--- src/design/regblk_bus_pkg.sv ---
package regblk_bus_pkg;

  // Bus word sizes.
  typedef logic [7:0]  addr_t;  // Byte offset.
  typedef logic [31:0] data_t;
  typedef logic [3:0]  strb_t;
  typedef logic [1:0]  resp_t;

  localparam resp_t RESP_OKAY   = 2'b00;
  localparam resp_t RESP_SLVERR = 2'b10;

  // Write address channel.
  typedef struct packed {
    logic  valid;
    addr_t addr;
  } aw_t;

  // Write data channel.
  typedef struct packed {
    logic  valid;
    data_t data;
    strb_t strb;
  } w_t;

  // Write response channel.
  typedef struct packed {
    logic  valid;
    resp_t resp;
  } b_t;

  // Read address channel.
  typedef struct packed {
    logic  valid;
    addr_t addr;
  } ar_t;

  // Read data channel.
  typedef struct packed {
    logic  valid;
    data_t data;
    resp_t resp;
  } r_t;

endpackage
--- src/design/regblk_map_pkg.sv ---
package regblk_map_pkg;

  typedef enum logic [2:0] {
    REG_CTRL,
    REG_STATUS,
    REG_IRQ_STATUS,
    REG_IRQ_ENABLE,
    REG_COMMAND,
    REG_EVENT_COUNT,
    REG_NONE
  } reg_idx_e;

  // Word offsets of the register map.
  localparam regblk_bus_pkg::addr_t OFS_CTRL        = 8'h00;
  localparam regblk_bus_pkg::addr_t OFS_STATUS      = 8'h04;
  localparam regblk_bus_pkg::addr_t OFS_IRQ_STATUS  = 8'h08;
  localparam regblk_bus_pkg::addr_t OFS_IRQ_ENABLE  = 8'h0C;
  localparam regblk_bus_pkg::addr_t OFS_COMMAND     = 8'h10;
  localparam regblk_bus_pkg::addr_t OFS_EVENT_COUNT = 8'h14;

  typedef logic [15:0] ctrl_t;
  typedef logic [15:0] status_t;
  typedef logic [3:0]  irq_t;
  typedef logic [3:0]  cmd_t;
  typedef logic [7:0]  count_t;  // Saturating event counter.

  localparam ctrl_t CTRL_RESET = 16'h0005;

  localparam regblk_bus_pkg::data_t DEFAULT_READ_DATA = 32'hDEAD_BEAF;

  // One decoded register access.
  typedef struct packed {
    logic                  valid;
    logic                  write;
    reg_idx_e              index;
    regblk_bus_pkg::data_t wdata;
    regblk_bus_pkg::strb_t strb;
    logic                  err;    // Unmapped or misaligned.
  } access_t;

endpackage

--- src/design/regblk_top.sv ---
module regblk_top (
  input  logic                    clk,
  input  logic                    i_rst_n,
  input  regblk_bus_pkg::aw_t     i_aw,
  input  regblk_bus_pkg::w_t      i_w,
  input  regblk_bus_pkg::ar_t     i_ar,
  input  logic                    i_bready,
  input  logic                    i_rready,
  output logic                    o_awready,
  output logic                    o_wready,
  output logic                    o_arready,
  output regblk_bus_pkg::b_t      o_b,
  output regblk_bus_pkg::r_t      o_r,
  input  regblk_map_pkg::status_t i_status,
  input  regblk_map_pkg::irq_t    i_irq_set,
  input  logic                    i_event,
  output regblk_map_pkg::ctrl_t   o_ctrl,
  output logic                    o_irq,
  output regblk_map_pkg::cmd_t    o_cmd_trigger
);

  regblk_map_pkg::access_t access;
  regblk_bus_pkg::data_t   rdata;
  logic                    busy;

  regblk_decode u_decode (
    .clk       (clk      ),
    .i_rst_n   (i_rst_n  ),
    .i_aw      (i_aw     ),
    .i_w       (i_w      ),
    .i_ar      (i_ar     ),
    .i_busy    (busy     ),
    .o_awready (o_awready),
    .o_wready  (o_wready ),
    .o_arready (o_arready),
    .o_access  (access   )
  );

  regblk_fields u_fields (
    .clk           (clk          ),
    .i_rst_n       (i_rst_n      ),
    .i_access      (access       ),
    .i_status      (i_status     ),
    .i_irq_set     (i_irq_set    ),
    .i_event       (i_event      ),
    .o_rdata       (rdata        ),
    .o_ctrl        (o_ctrl       ),
    .o_irq         (o_irq        ),
    .o_cmd_trigger (o_cmd_trigger)
  );

  regblk_result u_result (
    .clk      (clk     ),
    .i_rst_n  (i_rst_n ),
    .i_access (access  ),
    .i_rdata  (rdata   ),
    .i_bready (i_bready),
    .i_rready (i_rready),
    .o_b      (o_b     ),
    .o_r      (o_r     ),
    .o_busy   (busy    )
  );

endmodule

--- src/design/regblk_result.sv ---
module regblk_result (
  input  logic                    clk,
  input  logic                    i_rst_n,
  input  regblk_map_pkg::access_t i_access,
  input  regblk_bus_pkg::data_t   i_rdata,
  input  logic                    i_bready,
  input  logic                    i_rready,
  output regblk_bus_pkg::b_t      o_b,
  output regblk_bus_pkg::r_t      o_r,
  output logic                    o_busy
);

  typedef enum logic [1:0] {
    RESP_IDLE,
    RESP_WRITE,
    RESP_READ
  } state_e;

  state_e                state_q;
  regblk_bus_pkg::resp_t resp_q;
  regblk_bus_pkg::data_t rdata_q;

  always_ff @(posedge clk) begin
    if (!i_rst_n) begin
      state_q <= RESP_IDLE;
    end else begin
      case (state_q)
        RESP_IDLE: begin
          if (i_access.valid) begin
            state_q <= i_access.write ? RESP_WRITE : RESP_READ;
          end
        end
        RESP_WRITE: begin
          if (i_bready) state_q <= RESP_IDLE;
        end
        RESP_READ: begin
          if (i_rready) state_q <= RESP_IDLE;
        end
        default: state_q <= RESP_IDLE;
      endcase
    end
  end

  // Response payload, captured at acceptance.
  always_ff @(posedge clk) begin
    if ((state_q == RESP_IDLE) && i_access.valid) begin
      resp_q  <= i_access.err ? regblk_bus_pkg::RESP_SLVERR : regblk_bus_pkg::RESP_OKAY;
      rdata_q <= i_rdata;
    end
  end

  assign o_b.valid = (state_q == RESP_WRITE);
  assign o_b.resp  = resp_q;
  assign o_r.valid = (state_q == RESP_READ);
  assign o_r.data  = rdata_q;
  assign o_r.resp  = resp_q;

  assign o_busy = (state_q != RESP_IDLE);

  a_b_hold: assert property (
    @(posedge clk) disable iff (!i_rst_n)
    (o_b.valid && !i_bready) |=> $stable(o_b)
  );

  a_r_hold: assert property (
    @(posedge clk) disable iff (!i_rst_n)
    (o_r.valid && !i_rready) |=> $stable(o_r)
  );

endmodule

--- src/design/regblk_fields.sv ---
module regblk_fields (
  input  logic                    clk,
  input  logic                    i_rst_n,
  input  regblk_map_pkg::access_t i_access,
  input  regblk_map_pkg::status_t i_status,
  input  regblk_map_pkg::irq_t    i_irq_set,
  input  logic                    i_event,
  output regblk_bus_pkg::data_t   o_rdata,
  output regblk_map_pkg::ctrl_t   o_ctrl,
  output logic                    o_irq,
  output regblk_map_pkg::cmd_t    o_cmd_trigger
);

  regblk_map_pkg::ctrl_t  ctrl_q;
  regblk_map_pkg::irq_t   irq_status_q;
  regblk_map_pkg::irq_t   irq_enable_q;
  regblk_map_pkg::irq_t   irq_clear;
  regblk_map_pkg::cmd_t   cmd_q;
  regblk_map_pkg::count_t count_q;
  logic                   wr_hit;
  logic                   rd_hit;
  logic                   wr_ctrl;
  logic                   wr_irq_status;
  logic                   wr_irq_enable;
  logic                   wr_command;
  logic                   rd_count;

  assign wr_hit = i_access.valid && i_access.write && !i_access.err;
  assign rd_hit = i_access.valid && !i_access.write && !i_access.err;

  assign wr_ctrl       = wr_hit && (i_access.index == regblk_map_pkg::REG_CTRL);
  assign wr_irq_status = wr_hit && (i_access.index == regblk_map_pkg::REG_IRQ_STATUS);
  assign wr_irq_enable = wr_hit && (i_access.index == regblk_map_pkg::REG_IRQ_ENABLE);
  assign wr_command    = wr_hit && (i_access.index == regblk_map_pkg::REG_COMMAND);
  assign rd_count      = rd_hit && (i_access.index == regblk_map_pkg::REG_EVENT_COUNT);

  // CTRL, byte strobed.
  always_ff @(posedge clk) begin
    if (!i_rst_n) begin
      ctrl_q <= regblk_map_pkg::CTRL_RESET;
    end else if (wr_ctrl) begin
      for (int b = 0; b < $bits(regblk_map_pkg::ctrl_t) / 8; b++) begin
        if (i_access.strb[b]) begin
          ctrl_q[b*8 +: 8] <= i_access.wdata[b*8 +: 8];
        end
      end
    end
  end

  // IRQ_ENABLE lives in byte 0.
  always_ff @(posedge clk) begin
    if (!i_rst_n) begin
      irq_enable_q <= '0;
    end else if (wr_irq_enable && i_access.strb[0]) begin
      irq_enable_q <= regblk_map_pkg::irq_t'(i_access.wdata);
    end
  end

  assign irq_clear = wr_irq_status ? regblk_map_pkg::irq_t'(i_access.wdata) : '0;

  always_ff @(posedge clk) begin
    if (!i_rst_n) begin
      irq_status_q <= '0;
    end else begin
      irq_status_q <= (irq_status_q & ~irq_clear) | i_irq_set;  // Set wins.
    end
  end

  // Trigger lasts one cycle.
  always_ff @(posedge clk) begin
    if (!i_rst_n) begin
      cmd_q <= '0;
    end else begin
      cmd_q <= wr_command ? regblk_map_pkg::cmd_t'(i_access.wdata) : '0;
    end
  end

  always_ff @(posedge clk) begin
    if (!i_rst_n) begin
      count_q <= '0;
    end else if (rd_count) begin
      count_q <= regblk_map_pkg::count_t'(i_event);  // Clear, keep a coincident event.
    end else if (i_event && (count_q != '1)) begin
      count_q <= count_q + 1'b1;
    end
  end

  always_comb begin
    o_rdata = regblk_map_pkg::DEFAULT_READ_DATA;
    if (!i_access.err) begin
      case (i_access.index)
        regblk_map_pkg::REG_CTRL:        o_rdata = regblk_bus_pkg::data_t'(ctrl_q);
        regblk_map_pkg::REG_STATUS:      o_rdata = regblk_bus_pkg::data_t'(i_status);
        regblk_map_pkg::REG_IRQ_STATUS:  o_rdata = regblk_bus_pkg::data_t'(irq_status_q);
        regblk_map_pkg::REG_IRQ_ENABLE:  o_rdata = regblk_bus_pkg::data_t'(irq_enable_q);
        regblk_map_pkg::REG_COMMAND:     o_rdata = '0;  // Write only.
        regblk_map_pkg::REG_EVENT_COUNT: o_rdata = regblk_bus_pkg::data_t'(count_q);
        default: begin
          o_rdata = regblk_map_pkg::DEFAULT_READ_DATA;
        end
      endcase
    end
  end

  assign o_ctrl        = ctrl_q;
  assign o_irq         = |(irq_status_q & irq_enable_q);
  assign o_cmd_trigger = cmd_q;

  // A trigger only follows an accepted COMMAND write.
  a_cmd_pulse: assert property (
    @(posedge clk) disable iff (!i_rst_n)
    (o_cmd_trigger != '0) |-> $past(wr_command)
  );

endmodule

--- src/design/regblk_decode.sv ---
module regblk_decode (
  input  logic                    clk,
  input  logic                    i_rst_n,
  input  regblk_bus_pkg::aw_t     i_aw,
  input  regblk_bus_pkg::w_t      i_w,
  input  regblk_bus_pkg::ar_t     i_ar,
  input  logic                    i_busy,
  output logic                    o_awready,
  output logic                    o_wready,
  output logic                    o_arready,
  output regblk_map_pkg::access_t o_access
);

  logic                     wr_req;
  logic                     wr_fire;
  logic                     rd_fire;
  regblk_bus_pkg::addr_t    addr;
  regblk_map_pkg::reg_idx_e index;

  // Address and data must both be present for a write.
  assign wr_req  = i_aw.valid && i_w.valid;
  assign wr_fire = wr_req && !i_busy;
  assign rd_fire = i_ar.valid && !wr_req && !i_busy;  // Write has priority.

  assign o_awready = wr_fire;
  assign o_wready  = wr_fire;
  assign o_arready = rd_fire;

  assign addr = wr_fire ? i_aw.addr : i_ar.addr;

  // Word offset to register index.
  always_comb begin
    case ({addr[7:2], 2'b00})
      regblk_map_pkg::OFS_CTRL: begin
        index = regblk_map_pkg::REG_CTRL;
      end
      regblk_map_pkg::OFS_STATUS: begin
        index = regblk_map_pkg::REG_STATUS;
      end
      regblk_map_pkg::OFS_IRQ_STATUS: begin
        index = regblk_map_pkg::REG_IRQ_STATUS;
      end
      regblk_map_pkg::OFS_IRQ_ENABLE: begin
        index = regblk_map_pkg::REG_IRQ_ENABLE;
      end
      regblk_map_pkg::OFS_COMMAND: begin
        index = regblk_map_pkg::REG_COMMAND;
      end
      regblk_map_pkg::OFS_EVENT_COUNT: begin
        index = regblk_map_pkg::REG_EVENT_COUNT;
      end
      default: begin
        index = regblk_map_pkg::REG_NONE;
      end
    endcase
  end

  always_comb begin
    o_access.valid = wr_fire || rd_fire;
    o_access.write = wr_fire;
    o_access.index = index;
    o_access.wdata = i_w.data;
    o_access.strb  = i_w.strb;
    o_access.err   = (index == regblk_map_pkg::REG_NONE) || (addr[1:0] != 2'b00);
  end

  // Only one channel may be accepted per cycle.
  a_one_grant: assert property (
    @(posedge clk) disable iff (!i_rst_n)
    !((o_awready || o_wready) && o_arready)
  );

endmodule

--- config.mk ---
export PLATFORM = sky130hd
export DESIGN_NAME = regblk_top
export DESIGN_NICKNAME = d
export VERILOG_FILES = /design/src/design/regblk_bus_pkg.sv /design/src/design/regblk_map_pkg.sv /design/src/design/regblk_top.sv /design/src/design/regblk_result.sv /design/src/design/regblk_fields.sv /design/src/design/regblk_decode.sv
export SDC_FILE = /design/constraint.sdc
export NUM_CORES = 1
export LEC_CHECK = 0
export BUFFER_PORTS_ARGS = -buffer_cell sky130_fd_sc_hd__buf_2
export CAP_MARGIN = 40
export CORE_MARGIN = 4
export CORE_UTILIZATION = 25
export DETAILED_ROUTE_END_ITERATION = 12
export HOLD_SLACK_MARGIN = 0.06
export PLACE_DENSITY = 0.6
export SLEW_MARGIN = 20
export SYNTH_ARGS = -nofsm -noshare
export SYNTH_HDL_FRONTEND = slang
export SYNTH_SLANG_ARGS = --single-unit
--- constraint.sdc ---
create_clock -name clk -period 4.73 [get_ports clk]
set_input_delay 0.2365 -clock clk [delete_from_list [all_inputs] [get_ports clk]]
set_output_delay 0.2365 -clock clk [all_outputs]
set_load 0.02 [all_outputs]
==> metrics.csv <==
stage,metric,value,unit
run_status,status,finished clean,
grt,grt_overflow,0,
power,power_density,260,nW/um^2
yosys,ys.flop_type,dfxtp_1,
layout,fin_nets,458,
layout,n_antenna_cell,0,
hold_path,worstHoldStart,i_irq_set[0],
routing,wl_per_cell,14.3,um
sta,worstMarginPinSlew,0.780,ns
sta,hold_violations,0,
layout,final_common_cell,buf_2,
power,p_clk_frac,0.316,
setup_path,crit_start,u_result.state_q[1],
clock_tree,cts_tree,yes,
clock_tree,clk_latency,0.32,ns
grt,grt_usage,0.111,
place,gp_congestion,0.836,
clock_tree,root_buffer,clkbuf_8,
yosys,synthArstFlopShare,0,
setup_path,required,4.77,ns
sta,slew_violations,0,
place,portBuffers,116,
layout,layout_common_cells,"buf_2, dfxtp_1, nor2_1",
power,internal-power,0.660,mW
clock_tree,cts_setup_buffers,0,
clock_tree,cts_max_level,2,
floorplan,ios,142,
yosys,yosysSeqAreaShare,0.467,
power,pwr-share-comb,0.120,
floorplan,dieArea,12900,um^2
yosys,ys_warn_count,0,
yosys,synth_area,2790,um^2
setup_path,path_max_fanout,17,
place,numPlacedInstances,508,
clock_tree,clkTransAtPathRegs,0.12,ns
power,leakage,1.37,nW
setup_path,cp.arrival,3.42,ns
layout,design_area,3510,um^2
clock_tree,postCtsHoldBufs,0,
yosys,yosys.cell_types.count,49,
floorplan,start_util,0.256,
floorplan,die_w,114,um
routing,drtIter0Drc,123,
floorplan,coreArea,10900,um^2
layout,multi_input_area,1300,um^2
sta,relSlewSlack,0.480,
routing,viasPerCell,4.58,
place,hpwl,5.95,mm
power,p_total,0.911,mW
yosys,synth-edff-count,18,
power,p_switching,0.251,mW
floorplan,rows,38,
clock_tree,cts_sinks,56,
routing,via_count,2369,
layout,layout.area.seq,1300,um^2
clock_tree,cts_buffers,5,
power,swShare,0.275,
sta,finalCriticalPeriod,3.38,ns
yosys,syn_area_per_cell,10.3,um^2
sta,setup_viol,0,
routing,first_pass_iters,4,
sta,skew,0.0196,ns
setup_path,end_kind,register,
grt,grt_pass1_vias,2301,
floorplan,chipHeight,114,um
setup_path,cp-start-kind,register,
hold_path,hp-class,input pin to register,
job,cap_violations,0,
grt,grt_first_pass_wirelength,11.4,mm
sta,tns,0,ns
clock_tree,cts_repair_resize_count,0,
grt,antenna_found_initial,0,
setup_path,crit_type,register to register,
layout,drive_above_1_share,0.385,
routing,ant_nets,0,
clock_tree,cts_buffer_depth,2,
routing,drt-total-wl,7.41,mm
routing,drc_errors,0,
sta,rsz0062_at_grt,no,
power,ir_drop,0.119,mV
layout,final_cells,517,
yosys,yosys_register_bits,56,
setup_path,r2r_start,u_result.state_q[1],
sta,min_period_over_period,0.714,
yosys,syn_inst,271,
sta,max_freq,296,MHz
power,pwr-share-seq,0.563,
layout,syn_to_final_growth,25.9,%
grt,grt_start_max_net_pins,25,
layout,nFillCells,1157,
place,place_area,3400,um^2
==> cells in the mapped netlist, types with 3 or more instances <==
cell type | number | area, um^2
nand2_1 | 20 | 75.1
nor4_1 | 4 | 25.0
o21a_1 | 4 | 30.0
a222oi_1 | 4 | 40.0
mux2i_1 | 18 | 180
xor2_1 | 5 | 43.8
nor4_2 | 3 | 37.5
a22oi_1 | 4 | 30.0
nor3_1 | 6 | 30.0
a21oi_1 | 4 | 20.0
nor3_2 | 3 | 30.0
a211o_1 | 4 | 35.0
edfxtp_1 | 18 | 541
buf_2 | 3 | 15.0
o21ai_0 | 9 | 45.0
nor2_1 | 28 | 105
nand3_1 | 14 | 70.1
nand2b_1 | 4 | 25.0
clkbuf_1 | 3 | 11.3
inv_1 | 5 | 18.8
and2_1 | 5 | 31.3
a221o_1 | 10 | 100
buf_4 | 20 | 150
dfxtp_1 | 38 | 761
a21boi_0 | 4 | 30.0
==> final timing paths <==
check                                                 to  slack, ns  cells past startpoint
worst max-delay path                 u_result.rdata_q[4]       1.35                     10
worst min-delay path            u_fields.irq_status_q[0]       0.13                      2
worst max register to register       u_result.rdata_q[4]       1.35                     10
worst min register to register       u_fields.o_ctrl[10]       0.49                      2
==> cell type report <==
class | count | share of cell area
Clock buffer | 5 | 0.0196
Clock inverter | 3 | 0.00963
Inverter | 7 | 0.00749
Multi-Input combinational cell | 187 | 0.371
Sequential cell | 56 | 0.371
Tap cell | 140 | 0.0499
Timing Repair Buffer | 119 | 0.172
==> cell families (layout without fill, tap and decap cells) <==
| group | after synthesis | in the layout | share of synthesized area |
|---|---|---|---|
| AND/OR/NAND/NOR | 99 | 99 | 0.191 |
| flip-flops | 56 | 56 | 0.467 |
| AO/OA/AOI/OAI | 53 | 53 | 0.164 |
| buffers and inverters | 34 | 134 | 0.0767 |
| multiplexers | 19 | 19 | 0.0696 |
| XOR/XNOR | 7 | 7 | 0.0220 |
| adder cells (fa/ha/maj) | 2 | 2 | 0.00898 |
| other | 1 | 7 | 0.00135 |
==> worst max-delay path: stages, from the launching register on <==
cell	delay, ns
dfxtp_1	0.38
nand4bb_1	0.48
inv_2	0.31
o21ai_2	0.18
inv_2	0.13
ha_1	0.19
inv_1	0.09
a211oi_4	0.36
nor2_4	0.17
o31ai_4	0.71
nor2_1	0.11
==> power groups by stage <==
stage	clock, mW	combinational, mW	sequential, mW
after floorplan	0	0.0611	0.528
after global placement	0	0.109	0.524
after detailed placement	0	0.111	0.524
after CTS	0.298	0.111	0.513
after global routing	0.321	0.121	0.515
final	0.288	0.110	0.513
==> registers in the layout, summed over array words and instances, names as in the netlist <==
| name | flops |
|---|---|
| u_fields.o_cmd_trigger | 4 |
| u_result.rdata_q | 17 |
| u_fields.o_ctrl | 16 |
| u_result.resp_q | 1 |
| u_fields.count_q | 8 |
| u_fields.irq_status_q | 4 |
| u_fields.irq_enable_q | 4 |
| u_result.state_q | 2 |
==> layer usage <==
layer,GRT usage,vias to the layer above,part of all wire
li1,-,1185,-
met1,0.141,1103,0.42
met2,0.196,75,0.50
met3,0.0260,6,0.080
met4,0.0168,0,0.0082
met5,0,-,0
==> through the flow <==
stage / hold WS (ns) / util / setup WS [ns]
after floorplan: 0.358 / - / 2.10
after global placement: 0.448 / 0.312 / 1.38
after detailed placement: 0.452 / 0.312 / 1.36
after CTS: 0.114 / 0.322 / 1.35
after global routing: 0.113 / 0.322 / 0.998
final: 0.126 / 0.322 / 1.35
Note: power is estimated with default switching activity, not from simulation.
